==> src/rtl/cia_config.svh <==
// CIA core configuration
// Reset values of the timer latches and the I/O ports, and the
// number of interrupt sources

`ifndef CIA_CONFIG_SVH
`define CIA_CONFIG_SVH

// Timer latch after reset
`define CIA_LATCH_RESET 16'hffff

// Port data and direction registers after reset
`define CIA_PORT_RESET (8'h00)
`define CIA_DDR_RESET (8'h00)

`define CIA_NUM_IRQ 5

`endif

==> src/rtl/cia_reg_pkg.sv <==
// CIA register map
// Register select encoding and the bit positions inside the timer
// control registers CRA and CRB

package cia_reg_pkg;

  typedef enum logic [3:0] {
    REG_PRA       = 4'h0,
    REG_PRB       = 4'h1,
    REG_DDRA      = 4'h2,
    REG_DDRB      = 4'h3,
    REG_TA_LO     = 4'h4,
    REG_TA_HI     = 4'h5,
    REG_TB_LO     = 4'h6,
    REG_TB_HI     = 4'h7,
    REG_TOD_10THS = 4'h8,
    REG_TOD_SEC   = 4'h9,
    REG_TOD_MIN   = 4'ha,
    REG_TOD_HR    = 4'hb,
    REG_SDR       = 4'hc,
    REG_ICR       = 4'hd,
    REG_CRA       = 4'he,
    REG_CRB       = 4'hf
  } reg_addr_e;

  // Control register fields
  localparam int CR_START      = 0;
  localparam int CR_PB_ON      = 1;
  localparam int CR_OUT_TOGGLE = 2;
  localparam int CR_ONE_SHOT   = 3;
  localparam int CR_FORCE_LOAD = 4;
  // Low bit of the input mode field, one bit in CRA and two in CRB
  localparam int CR_INMODE     = 5;

endpackage

==> src/rtl/cia_timer_pkg.sv <==
// CIA timer and interrupt types
// Count source selection and interrupt flag positions

package cia_timer_pkg;

  // Matches the CRB input mode field
  typedef enum logic [1:0] {
    SRC_PHI2             = 2'd0,
    SRC_CNT_EDGE         = 2'd1,
    SRC_TA_UNDERFLOW     = 2'd2,
    SRC_TA_UNDERFLOW_CNT = 2'd3
  } timer_src_e;

  // Bit index in the ICR flag and mask registers
  typedef enum logic [2:0] {
    IRQ_TA     = 3'd0,
    IRQ_TB     = 3'd1,
    IRQ_ALARM  = 3'd2,
    IRQ_SERIAL = 3'd3,
    IRQ_FLAG   = 3'd4
  } irq_src_e;

endpackage

==> src/rtl/cia_timer_if.sv <==
// Timer link
// Latch, control and status of one interval timer, shared by the
// register decode, the timer itself and the read-back logic

`timescale 1ns/1ps

interface cia_timer_if;

  logic [15:0]               latch;
  logic                      start;
  logic                      one_shot;
  logic                      load_strobe;
  logic                      hi_write;
  cia_timer_pkg::timer_src_e src;
  logic                      pb_on;
  logic                      out_toggle;
  logic                      clear_start;
  logic [15:0]               count;
  logic                      underflow;
  logic                      toggle_ff;

  modport decode (
    output latch, start, one_shot, load_strobe, hi_write, src, pb_on, out_toggle,
    input  clear_start, toggle_ff
  );

  modport timer (
    input  latch, start, one_shot, load_strobe, hi_write, src,
    output count, underflow, clear_start, toggle_ff
  );

  modport readback (
    input count, underflow, start, one_shot, src, pb_on, out_toggle
  );

endinterface

==> src/rtl/cia_interval_timer.sv <==
// CIA interval timer
// 16-bit down-counter with latch reload, one-shot stop, force load
// and a selectable count source, plus the PB toggle flip-flop

`timescale 1ns/1ps

module cia_interval_timer (
  input  logic       clk,
  input  logic       int_reset,
  input  logic       phi2,
  input  logic       ta_underflow,
  input  logic       cnt_in,
  cia_timer_if.timer tbus
);

  logic [15:0] count;
  logic        cnt_q;
  logic        cnt_edge;
  logic        src_active;
  logic        tick;
  logic        underflow;
  logic        start_q;
  logic        load_pend;
  logic        toggle_ff;

  // CNT is sampled once per phi2 cycle
  assign cnt_edge = cnt_in && !cnt_q;

  always_comb begin
    case (tbus.src)
      cia_timer_pkg::SRC_PHI2:             src_active = 1'b1;
      cia_timer_pkg::SRC_CNT_EDGE:         src_active = cnt_edge;
      cia_timer_pkg::SRC_TA_UNDERFLOW:     src_active = ta_underflow;
      cia_timer_pkg::SRC_TA_UNDERFLOW_CNT: src_active = ta_underflow && cnt_in;
      default:                             src_active = 1'b0;
    endcase
  end

  assign tick      = phi2 && tbus.start && src_active;
  assign underflow = tick && count == 16'h0000;

  always_ff @(posedge clk) begin
    if (int_reset) begin
      count     <= 16'h0000;
      cnt_q     <= 1'b0;
      start_q   <= 1'b0;
      load_pend <= 1'b0;
      toggle_ff <= 1'b0;
    end else begin
      if (tbus.load_strobe) load_pend <= 1'b1;
      if (phi2) begin
        cnt_q   <= cnt_in;
        start_q <= tbus.start;
        if (tbus.start && !start_q) toggle_ff <= 1'b1;
        if (underflow) toggle_ff <= ~toggle_ff;
        if (underflow || load_pend) begin
          count     <= tbus.latch;
          load_pend <= 1'b0;
        end else if (tick) begin
          count <= count - 16'd1;
        end
      end
      // High byte write while stopped
      if (tbus.hi_write && !tbus.start) count <= tbus.latch;
    end
  end

  assign tbus.count       = count;
  assign tbus.underflow   = underflow;
  assign tbus.clear_start = underflow && tbus.one_shot;
  assign tbus.toggle_ff   = toggle_ff;

  a_reload_after_underflow: assert property (@(posedge clk) disable iff (int_reset)
    underflow |=> count == $past(tbus.latch));

endmodule

==> src/rtl/cia_irq_readback.sv <==
// CIA interrupt control and read-back
// Keeps the ICR flags and mask, drives irq_n and registers the read
// data for the register selected on the bus

`timescale 1ns/1ps
`include "cia_config.svh"

module cia_irq_readback (
  input  logic                    clk,
  input  logic                    int_reset,
  input  logic                    phi2,
  input  logic                    cs_n,
  input  logic                    rw,
  input  logic [3:0]              rs,
  input  logic [7:0]              pa_in,
  input  logic [7:0]              pb_in,
  input  logic                    mask_wr,
  input  logic [7:0]              mask_data,
  cia_timer_if.readback           ta_bus,
  cia_timer_if.readback           tb_bus,
  output logic [7:0]              db_out,
  output logic                    irq_n
);

  cia_reg_pkg::reg_addr_e     addr;
  logic                       rd;
  logic                       icr_read_clear;
  logic [`CIA_NUM_IRQ-1:0]    flags;
  logic [`CIA_NUM_IRQ-1:0]    mask;
  logic [`CIA_NUM_IRQ-1:0]    src_hit;

  assign addr = cia_reg_pkg::reg_addr_e'(rs);
  assign rd   = !cs_n && rw;

  // TOD alarm, serial port and FLAG pin are not present
  always_comb begin
    src_hit                            = '0;
    src_hit[cia_timer_pkg::IRQ_TA]     = ta_bus.underflow;
    src_hit[cia_timer_pkg::IRQ_TB]     = tb_bus.underflow;
    src_hit[cia_timer_pkg::IRQ_ALARM]  = 1'b0;
    src_hit[cia_timer_pkg::IRQ_SERIAL] = 1'b0;
    src_hit[cia_timer_pkg::IRQ_FLAG]   = 1'b0;
  end

  always_ff @(posedge clk) begin
    if (int_reset) begin
      icr_read_clear <= 1'b0;
      flags          <= '0;
      mask           <= '0;
      irq_n          <= 1'b1;
    end else begin
      icr_read_clear <= rd && addr == cia_reg_pkg::REG_ICR;
      // A new event in the clearing cycle is kept
      flags <= (icr_read_clear ? '0 : flags) | src_hit;
      if (mask_wr) begin
        mask <= mask_data[7] ? (mask | mask_data[`CIA_NUM_IRQ-1:0]) :
                               (mask & ~mask_data[`CIA_NUM_IRQ-1:0]);
      end
      if (icr_read_clear) irq_n <= 1'b1;
      else if (phi2 && |(flags & mask)) irq_n <= 1'b0;
    end
  end

  // Read data, direction registers are write-only here
  always_ff @(posedge clk) begin
    if (int_reset) begin
      db_out <= 8'h00;
    end else if (rd) begin
      case (addr)
        cia_reg_pkg::REG_PRA:   db_out <= pa_in;
        cia_reg_pkg::REG_PRB:   db_out <= pb_in;
        cia_reg_pkg::REG_TA_LO: db_out <= ta_bus.count[7:0];
        cia_reg_pkg::REG_TA_HI: db_out <= ta_bus.count[15:8];
        cia_reg_pkg::REG_TB_LO: db_out <= tb_bus.count[7:0];
        cia_reg_pkg::REG_TB_HI: db_out <= tb_bus.count[15:8];
        cia_reg_pkg::REG_ICR:   db_out <= {~irq_n, {(7 - `CIA_NUM_IRQ){1'b0}}, flags};
        cia_reg_pkg::REG_CRA:
          db_out <= {2'b00, ta_bus.src[0], 1'b0, ta_bus.one_shot,
                     ta_bus.out_toggle, ta_bus.pb_on, ta_bus.start};
        cia_reg_pkg::REG_CRB:
          db_out <= {1'b0, tb_bus.src, 1'b0, tb_bus.one_shot,
                     tb_bus.out_toggle, tb_bus.pb_on, tb_bus.start};
        default:                db_out <= 8'h00;
      endcase
    end
  end

  a_irq_released: assert property (@(posedge clk) disable iff (int_reset)
    icr_read_clear |=> irq_n);

endmodule

==> src/rtl/cia_reg_decode.sv <==
// CIA register write decode
// Holds the port, direction, timer latch and control registers and
// drives the port pins, with optional timer output on PB6 and PB7

`timescale 1ns/1ps
`include "cia_config.svh"

module cia_reg_decode (
  input  logic        clk,
  input  logic        int_reset,
  input  logic        phi2,
  input  logic        cs_n,
  input  logic        rw,
  input  logic [3:0]  rs,
  input  logic [7:0]  db_in,
  output logic [7:0]  pa_out,
  output logic [7:0]  pb_out,
  cia_timer_if.decode ta_bus,
  cia_timer_if.decode tb_bus,
  output logic        mask_wr,
  output logic [7:0]  mask_data
);

  cia_reg_pkg::reg_addr_e    addr;
  logic                      wr;
  logic                      wr_q;
  logic                      wr_first;
  logic [7:0]                pra;
  logic [7:0]                prb;
  logic [7:0]                ddra;
  logic [7:0]                ddrb;
  logic [15:0]               ta_latch;
  logic [15:0]               tb_latch;
  logic [3:0]                cra;
  logic [3:0]                crb;
  cia_timer_pkg::timer_src_e ta_src;
  cia_timer_pkg::timer_src_e tb_src;
  logic                      ta_load;
  logic                      tb_load;
  logic                      ta_hi_wr;
  logic                      tb_hi_wr;
  // Index 0 is timer A, index 1 is timer B
  logic [1:0]                start_now;
  logic [1:0]                tog_now;
  logic [1:0]                tog_q;
  logic [1:0]                run_q;
  logic [1:0]                rise_q;
  logic [1:0]                tmr_pulse;

  assign addr     = cia_reg_pkg::reg_addr_e'(rs);
  assign wr       = !cs_n && !rw;
  assign wr_first = wr && !wr_q;

  // Register writes, strobes only on the first cycle of an access
  always_ff @(posedge clk) begin
    if (int_reset) begin
      wr_q     <= 1'b0;
      pra      <= `CIA_PORT_RESET;
      prb      <= `CIA_PORT_RESET;
      ddra     <= `CIA_DDR_RESET;
      ddrb     <= `CIA_DDR_RESET;
      ta_latch <= `CIA_LATCH_RESET;
      tb_latch <= `CIA_LATCH_RESET;
      cra      <= 4'h0;
      crb      <= 4'h0;
      ta_src   <= cia_timer_pkg::SRC_PHI2;
      tb_src   <= cia_timer_pkg::SRC_PHI2;
      ta_load  <= 1'b0;
      tb_load  <= 1'b0;
      ta_hi_wr <= 1'b0;
      tb_hi_wr <= 1'b0;
      mask_wr  <= 1'b0;
    end else begin
      wr_q     <= wr;
      ta_load  <= wr_first && addr == cia_reg_pkg::REG_CRA && db_in[cia_reg_pkg::CR_FORCE_LOAD];
      tb_load  <= wr_first && addr == cia_reg_pkg::REG_CRB && db_in[cia_reg_pkg::CR_FORCE_LOAD];
      ta_hi_wr <= wr_first && addr == cia_reg_pkg::REG_TA_HI;
      tb_hi_wr <= wr_first && addr == cia_reg_pkg::REG_TB_HI;
      mask_wr  <= wr_first && addr == cia_reg_pkg::REG_ICR;
      // One-shot stop, a CPU write in the same cycle wins
      if (ta_bus.clear_start) cra[cia_reg_pkg::CR_START] <= 1'b0;
      if (tb_bus.clear_start) crb[cia_reg_pkg::CR_START] <= 1'b0;
      if (wr) begin
        case (addr)
          cia_reg_pkg::REG_PRA:   pra             <= db_in;
          cia_reg_pkg::REG_PRB:   prb             <= db_in;
          cia_reg_pkg::REG_DDRA:  ddra            <= db_in;
          cia_reg_pkg::REG_DDRB:  ddrb            <= db_in;
          cia_reg_pkg::REG_TA_LO: ta_latch[7:0]   <= db_in;
          cia_reg_pkg::REG_TA_HI: ta_latch[15:8]  <= db_in;
          cia_reg_pkg::REG_TB_LO: tb_latch[7:0]   <= db_in;
          cia_reg_pkg::REG_TB_HI: tb_latch[15:8]  <= db_in;
          cia_reg_pkg::REG_CRA: begin
            cra    <= db_in[3:0];
            // Timer A has no cascade input
            ta_src <= cia_timer_pkg::timer_src_e'({1'b0, db_in[cia_reg_pkg::CR_INMODE]});
          end
          cia_reg_pkg::REG_CRB: begin
            crb    <= db_in[3:0];
            tb_src <= cia_timer_pkg::timer_src_e'(db_in[cia_reg_pkg::CR_INMODE +: 2]);
          end
          default: ;
        endcase
      end
    end
  end

  always_ff @(posedge clk) begin
    if (wr_first && addr == cia_reg_pkg::REG_ICR) mask_data <= db_in;
  end

  assign ta_bus.latch       = ta_latch;
  assign ta_bus.start       = cra[cia_reg_pkg::CR_START];
  assign ta_bus.one_shot    = cra[cia_reg_pkg::CR_ONE_SHOT];
  assign ta_bus.load_strobe = ta_load;
  assign ta_bus.hi_write    = ta_hi_wr;
  assign ta_bus.src         = ta_src;
  assign ta_bus.pb_on       = cra[cia_reg_pkg::CR_PB_ON];
  assign ta_bus.out_toggle  = cra[cia_reg_pkg::CR_OUT_TOGGLE];

  assign tb_bus.latch       = tb_latch;
  assign tb_bus.start       = crb[cia_reg_pkg::CR_START];
  assign tb_bus.one_shot    = crb[cia_reg_pkg::CR_ONE_SHOT];
  assign tb_bus.load_strobe = tb_load;
  assign tb_bus.hi_write    = tb_hi_wr;
  assign tb_bus.src         = tb_src;
  assign tb_bus.pb_on       = crb[cia_reg_pkg::CR_PB_ON];
  assign tb_bus.out_toggle  = crb[cia_reg_pkg::CR_OUT_TOGGLE];

  // Pulse mode sees an underflow as a change of toggle_ff; the set at start is not a pulse
  assign start_now = {crb[cia_reg_pkg::CR_START], cra[cia_reg_pkg::CR_START]};
  assign tog_now   = {tb_bus.toggle_ff, ta_bus.toggle_ff};
  assign tmr_pulse = (tog_now ^ tog_q) & ~rise_q;

  always_ff @(posedge clk) begin
    if (int_reset) begin
      pa_out <= `CIA_PORT_RESET | ~`CIA_DDR_RESET;
      pb_out <= `CIA_PORT_RESET | ~`CIA_DDR_RESET;
      tog_q  <= 2'b00;
      run_q  <= 2'b00;
      rise_q <= 2'b00;
    end else if (phi2) begin
      tog_q       <= tog_now;
      run_q       <= start_now;
      rise_q      <= start_now & ~run_q;
      pa_out      <= pra | ~ddra;
      pb_out[5:0] <= prb[5:0] | ~ddrb[5:0];
      pb_out[6]   <= cra[cia_reg_pkg::CR_PB_ON] ?
                     (cra[cia_reg_pkg::CR_OUT_TOGGLE] ? tog_now[0] : tmr_pulse[0]) :
                     (prb[6] | ~ddrb[6]);
      pb_out[7]   <= crb[cia_reg_pkg::CR_PB_ON] ?
                     (crb[cia_reg_pkg::CR_OUT_TOGGLE] ? tog_now[1] : tmr_pulse[1]) :
                     (prb[7] | ~ddrb[7]);
    end
  end

  // A force load is a single clk request, held by the timer until phi2
  a_ta_load_single: assert property (@(posedge clk) disable iff (int_reset)
    ta_bus.load_strobe |=> !ta_bus.load_strobe);
  a_tb_load_single: assert property (@(posedge clk) disable iff (int_reset)
    tb_bus.load_strobe |=> !tb_bus.load_strobe);

endmodule

==> src/rtl/cia_top.sv <==
// CIA core top level
// Register decode, timers A and B and the interrupt and read-back
// block, with the CPU bus and the port pins as plain ports

`timescale 1ns/1ps

module cia_top (
  input  logic       clk,
  input  logic       int_reset,
  input  logic       phi2,
  input  logic       cs_n,
  input  logic       rw,
  input  logic [3:0] rs,
  input  logic [7:0] db_in,
  input  logic [7:0] pa_in,
  input  logic [7:0] pb_in,
  input  logic       cnt_in,
  output logic [7:0] db_out,
  output logic [7:0] pa_out,
  output logic [7:0] pb_out,
  output logic       irq_n
);

  logic       mask_wr;
  logic [7:0] mask_data;

  cia_timer_if ta_bus ();
  cia_timer_if tb_bus ();

  cia_reg_decode u_decode (
    .clk       (clk),
    .int_reset (int_reset),
    .phi2      (phi2),
    .cs_n      (cs_n),
    .rw        (rw),
    .rs        (rs),
    .db_in     (db_in),
    .pa_out    (pa_out),
    .pb_out    (pb_out),
    .ta_bus    (ta_bus.decode),
    .tb_bus    (tb_bus.decode),
    .mask_wr   (mask_wr),
    .mask_data (mask_data)
  );

  // Timer A has no cascade source
  cia_interval_timer timer_a (
    .clk          (clk),
    .int_reset    (int_reset),
    .phi2         (phi2),
    .ta_underflow (1'b0),
    .cnt_in       (cnt_in),
    .tbus         (ta_bus.timer)
  );

  cia_interval_timer timer_b (
    .clk          (clk),
    .int_reset    (int_reset),
    .phi2         (phi2),
    .ta_underflow (ta_bus.underflow),
    .cnt_in       (cnt_in),
    .tbus         (tb_bus.timer)
  );

  cia_irq_readback u_readback (
    .clk       (clk),
    .int_reset (int_reset),
    .phi2      (phi2),
    .cs_n      (cs_n),
    .rw        (rw),
    .rs        (rs),
    .pa_in     (pa_in),
    .pb_in     (pb_in),
    .mask_wr   (mask_wr),
    .mask_data (mask_data),
    .ta_bus    (ta_bus.readback),
    .tb_bus    (tb_bus.readback),
    .db_out    (db_out),
    .irq_n     (irq_n)
  );

endmodule

==> config.mk <==
export PLATFORM = sky130hd
export DESIGN_NAME = cia_top
export DESIGN_NICKNAME = d
export VERILOG_FILES = /design/src/rtl/cia_reg_pkg.sv /design/src/rtl/cia_timer_pkg.sv /design/src/rtl/cia_timer_if.sv /design/src/rtl/cia_interval_timer.sv /design/src/rtl/cia_irq_readback.sv /design/src/rtl/cia_reg_decode.sv /design/src/rtl/cia_top.sv
export VERILOG_INCLUDE_DIRS = /design/src /design/src/rtl
export SDC_FILE = /design/constraint.sdc
export NUM_CORES = 1
export LEC_CHECK = 0
export BUFFER_PORTS_ARGS = -buffer_cell sky130_fd_sc_hd__buf_2
export CORE_MARGIN = 10
export CORE_UTILIZATION = 50
export CTS_BUF_LIST = sky130_fd_sc_hd__clkbuf_16
export DETAILED_ROUTE_END_ITERATION = 16
export GPL_ROUTABILITY_DRIVEN = 0
export PLACE_DENSITY = 0.71
export SETUP_SLACK_MARGIN = 0.15
export SLEW_MARGIN = 20
export SYNTH_ARGS = -nofsm -noshare
export SYNTH_HDL_FRONTEND = slang
export SYNTH_SLANG_ARGS = --single-unit
==> constraint.sdc <==
create_clock -name clk -period 2.9 [get_ports clk]
set_clock_uncertainty 0.2 [all_clocks]
set_input_delay 0.145 -clock clk [delete_from_list [all_inputs] [get_ports clk]]
set_output_delay 0.145 -clock clk [all_outputs]
set_load 0.01 [all_outputs]
==> metrics.yaml, run 1 <==
critPathLaunch: "rs[0]"
hold_path.class: "input port to register"
syn_area_per_cell_um2: 8.24
io_pins: 59
portBuffers: 58
fin_crit_sh: 0.939
antenna_found_initial: 0
critPathMaxStageDelay_ps: 590
cp.arrival_ps: 2820
yosysSeqAreaShare: 0.436
die_area_um2: 19800
synth_cells: 882
p_total_w: 0.00467
vias: 6969
max_slew_margin: 0.433
cts.clk_slew.worst_paths_ps: 70
synth_area_leaders: "dfxtp_1, nand2_1, mux2i_1"
setup.worst_path.start_class: "input port"
reg2reg_from: "timer_b.tbus.count[0]"
initial_core_util: 0.506
grt_pass1_wl_um: 36300
drive_gt1_frac: 0.143
postRouteAntennaNets: 0
vias_per_cell: 6.04
clk_path_buf_depth: 2
path_cells: "dlygate4sd3_1 > buf_2 > nand2_1 > nor2_1 > a222oi_1 > nand3_1 > dlygate4sd3_1 > a22oi_1 > nor2_1"
whs_ps: 12.6
drtIter0Drc: 717
cts_tree: "built"
rows: 44
dp_hpwl_um: 15300
outcome: "completed"
setup_tns_ps: 0
cap_violations: 0
cts_root_buffer: "clkbuf_16"
tightestPinTransition_ps: 850
dr.pass1.iters: 8
power_density_nw_per_um2: 540
rsz0062_at_grt: "true"
grt-ovfl-total: 0
die_w_um: 141
maxSlewViolCount: 0
worstPathRequired_ps: 3000
hold_viol: 0
fmax_ghz: 0.367
yosysWarningCount: 0
clock_sinks: 157
power.leakage_nw: 3.48
async_reset_ff_frac: 0
synth_edf_count: 3
final_cell_mix: "dfxtp_1, nand2_1, nor2_1"
period_needed_ps: 2720
crit_slowest_cell: "dlygate4sd3_1"
cts_setup_buffers: 0
ir_drop_mv: 0.434
end_kind: "register"
chipHeight_um: 141
worst-path-buf-inv: 3
netlist_area_um2: 7270
layout_commonest_cell: "dfxtp_1"
path_delay_family: "buffers and inverters"
finalSetupViolCount: 0
crit_path_max_fanout: 18
synth_top_area_cell: "dfxtp_1"
nets: 994
routed_wl_um: 22400
cts_inserted_buffers: 17
synth.distinct_cells: 66
antenna_cells: 0
yosysTopAreaCellShare: 0.424
ys.flop_type: "dfxtp_1"
clock_latency_ps: 430
track_usage: 0.225
yosys_register_bits: 157
wl_per_cell_um: 19.4
min_from: "pb_in[6]"
grt_max_degree: 59
core_um2: 14400
first_global_vias: 6724
syn_to_final_growth_pct: 18.9
synthesis.nets: 919
drc: 0
ctsHtreeMaxLevel: 4
critPathKind: "input port to register"
-- layout make-up --
type | instances | area [um^2]
clock buffers | 17 | 425
clock inverters | 15 | 113
fillers | 1280 | 5720
inverters | 26 | 97.6
multi-input cells | 641 | 3820
flip-flops and latches | 157 | 3170
well taps | 184 | 230
repair buffers | 114 | 786
-- path summary, 6_finish.rpt --
kind	end	slack (ps)	depth (start not counted)
max	u_readback.db_out[4]	180	9
min	u_readback.db_out[6]	10	5
max reg2reg	timer_b.tbus.count[7]	350	9
min reg2reg	u_decode.pra[7]	250	2
-- layer usage --
metal  up-vias  global-route usage  wire length [um]
met2       299               0.362             10600
met4         0              0.0788               607
met5         -                   0                 0
li1       3309                   -                 -
met3        48              0.0581              1650
met1      3313               0.286              9620
-- sequential cells by signal, summed over array words and instances, names as in the netlist, 3 cells and up, named ones only --
register / flops
timer_a.tbus.count: 16
timer_b.tbus.count: 16
u_decode.ta_bus.latch: 16
u_decode.tb_bus.latch: 16
u_decode.ddra: 8
u_decode.ddrb: 8
u_decode.pa_out: 8
u_decode.pb_out: 8
u_decode.pra: 8
u_decode.prb: 8
u_readback.db_out: 8
u_decode.cra: 4
u_decode.crb: 4
u_decode.mask_data: 3
-- tightest hold or removal path, cell delays in order --
cell and delay (ps):
buf_2 100, a22oi_1 70, nand3_1 130, a22oi_1 80, nor2_1 80
-- cell usage after synthesis (2+ instances only) --
cell type  instances
a31oi_1            9
ha_1               3
a211oi_1           7
or2_1              2
nand2b_1          23
mux2i_1           41
nor3b_1            4
a21oi_1           60
clkinv_1           2
a221oi_1           4
a22o_1             2
nand3b_1          49
nor4_1            12
or2_2              2
nand3_1           45
a222oi_1           3
nor3_1            21
inv_1             24
mux2_2             3
buf_1              2
dfxtp_1          154
o2bb2ai_1          2
or4_1              2
nand2_1          128
o21ai_0           25
buf_2              7
and3_1             5
a22oi_1           22
o31ai_1            3
nor2_1            69
edfxtp_1           3
nand4_1            6
o32ai_1           11
nor2b_1            9
nor4b_1            2
nand4b_1           2
or3_1              7
and2_1             5
a21boi_0           2
clkbuf_1          48
o21ai_1           23
a211o_1            5
-- metrics by stage --
stage                     instances  area (um^2)   util  worst slack (ps)
after global routing           1154         8640  0.602               120
after CTS                      1154         8610  0.599               156
after floorplan                 882         7270      -               316
after global placement         1098         7830  0.545               229
final                          1154         8640  0.602               176
after detailed placement       1098         7830  0.545               128
-- report_power, final --
part / switching [W] / total, W / internal, W
Clock: 0.000962 / 0.00207 / 0.00111
Sequential: 0.0000194 / 0.00220 / 0.00218
Combinational: 0.000249 / 0.000399 / 0.000150
Total: 0.00123 / 0.00467 / 0.00344
-- repair_timing --
item | 4_1_cts | 5_1_grt
resized for setup | 1 | 7
endpoints found under the setup margin | 8 | 18
hold buffers | 24 | 0
pin swaps | 0 | 1
hold endpoints to repair | 86 | 0
-- cells by family (layout without fill, tap and decap cells) --
group / count (synthesis) / in the layout / share of synthesized area
simple gates: 399 / 399 / 0.280
mux: 44 / 44 / 0.0611
buf+inv: 84 / 172 / 0.0456
flops: 157 / 157 / 0.436
compound gates: 195 / 195 / 0.171
fa+ha+maj: 3 / 3 / 0.00516
(Power assumes the default switching activity.)
==> inputs of run 2 (changes only) <==
CORE_MARGIN = default   (was 10)
==> metrics.yaml, run 2 (synthesis results as in run 1) <==
min_from: "int_reset"
routed_wl_um: 21900  # -2.4%
layout_commonest_cell: "dfxtp_1"
critPathLaunch: "timer_a.tbus.count[4]"
finish.utilization: 0.614  # +0.0127
cts_root_buffer: "clkbuf_16"
grt_pass1_wl_um: 34100  # -6.1%
crit_slowest_cell: "nor4_1"
setup_tns_ps: 0  # unchanged
clk_path_buf_depth: 2  # unchanged
vias: 6913  # -0.80%
cts_tree: "built"
finalSetupViolCount: 0  # unchanged
drtIter0Drc: 806  # +12%
path_delay_family: "simple AND/OR/NAND/NOR gates"
initial_core_util: 0.518  # +0.0118
max_slew_margin: 0.524  # +0.0905
io_pins: 59  # unchanged
dr.pass1.iters: 5  # -3
ctsHtreeMaxLevel: 4  # unchanged
cts.clk_slew.worst_paths_ps: 70  # about the same
worstPathRequired_ps: 3000  # about the same
power_density_nw_per_um2: 557  # +3.1%
rows: 43  # -2.3%
die_w_um: 123  # -13%
maxSlewViolCount: 0  # unchanged
critPathMaxStageDelay_ps: 450  # -140 ps
cp.arrival_ps: 2730  # -90 ps
nets: 988  # -0.60%
clock_sinks: 157  # unchanged
die_area_um2: 15000  # -24%
drive_gt1_frac: 0.138  # -0.00533
chipHeight_um: 123  # -13%
antenna_found_initial: 0  # unchanged
track_usage: 0.300  # +0.0749
fin_crit_sh: 0.909  # -0.0299
syn_to_final_growth_pct: 18.7
setup.worst_path.start_class: "register"
cap_violations: 0  # unchanged
tightestPinTransition_ps: 712  # -138 ps
hold_viol: 0  # unchanged
critPathKind: "register to register"
instances_no_fill: 1144  # -0.87%
core_um2: 14000  # -2.3%
final_cell_mix: "dfxtp_1, nand2_1, nor2_1"
cts_inserted_buffers: 17  # unchanged
grt-ovfl-total: 0  # unchanged
power.leakage_nw: 3.47  # -0.28%
cts_setup_buffers: 0  # unchanged
rsz0062_at_grt: "true"
hold_path.class: "input port to register"
wl_per_cell_um: 19.2  # -1.5%
postRouteAntennaNets: 0  # unchanged
first_global_vias: 6229  # -7.4%
path_cells: "nor4_1 > and3_1 > nand4_1 > o31a_1 > buf_4 > mux2i_1 > o32ai_1"
clock_latency_ps: 430  # about the same
drc: 0  # unchanged
portBuffers: 58  # unchanged
dp_cells: 1089  # -0.82%
period_needed_ps: 2640  # -86.6 ps
ir_drop_mv: 0.491  # +13%
antenna_cells: 0  # unchanged
grt_max_degree: 143  # +140%
fmax_ghz: 0.379  # +3.3%
vias_per_cell: 6.04  # about the same
reg2reg_from: "timer_a.tbus.count[4]"
crit_path_max_fanout: 11  # -7
outcome: "completed"
dp_hpwl_um: 14400  # -6.0%
end_kind: "register"
worst-path-buf-inv: 1  # -2
run 2: cell types whose count changed in the layout (fill, tap and decap cells not counted), sizes merged:
cell	change
dlygate4sd3	-1
inv	+1
bufinv	+1
buf	-5
clkinvlp	-2
run 2: layout make-up:
cell class | instances | area (um^2)
Tap cell | 180 | 225
Multi-Input combinational cell | 641 | 3800
Inverter | 26 | 97.6
Fill cell | 1230 | 5420
Timing Repair Buffer | 108 | 751
Clock inverter | 15 | 150
Clock buffer | 17 | 425
Sequential cell | 157 | 3170
run 2: what timing repair did:
| item | in CTS | in global routing |
|---|---|---|
| hold buffers | 23 | 0 |
| resized for setup | 1 | 4 |
| setup endpoints to repair | 5 | 18 |
| endpoints found under the hold margin | 86 | 0 |
run 2: path summary, 6_finish.rpt:
| kind | to | slack [ps] | cells past startpoint |
|---|---|---|---|
| max | timer_b.tbus.count[11] | 260 | 7 |
| min | u_decode.pa_out[4] | 30 | 3 |
| max reg2reg | timer_b.tbus.count[11] | 260 | 7 |
| min reg2reg | u_decode.prb[0] | 250 | 2 |
run 2: report_power, final:
| group | switching (W) | internal, W |
|---|---|---|
| clock | 0.000998 | 0.00121 |
| combinational | 0.000244 | 0.000146 |
| sequential | 0.0000203 | 0.00218 |
| total | 0.00126 | 0.00354 |
run 2: metal layers:
| metal | GRT usage | up-vias | routed length, um |
|---|---|---|---|
| met2 | 0.467 | 271 | 10300 |
| met5 | 0 | - | 0 |
| met1 | 0.409 | 3297 | 9640 |
| li1 | - | 3302 | - |
| met3 | 0.0530 | 43 | 1450 |
| met4 | 0.125 | 0 | 575 |
run 2: worst reg2reg max path, cell delays in order, from the launching register on:
cell     delay (ps)
dfxtp_1         380
nor4_1          450
and3_1          440
nand4_1         190
o31a_1          340
buf_4           190
mux2i_1         190
o32ai_1         110
run 2: through the flow:
step / area, um^2 / power, W / hold slack, ps / worst slack, ps
final: 8630 / 0.00481 / 34.1 / 263
after global routing: 8630 / 0.00496 / 41.6 / 137
after CTS: 8610 / 0.00481 / 13.4 / 229
after detailed placement: 7790 / 0.00261 / 243 / 141
after global placement: 7790 / 0.00260 / 237 / 236
after floorplan: 7270 / 0.00248 / 43.9 / 316
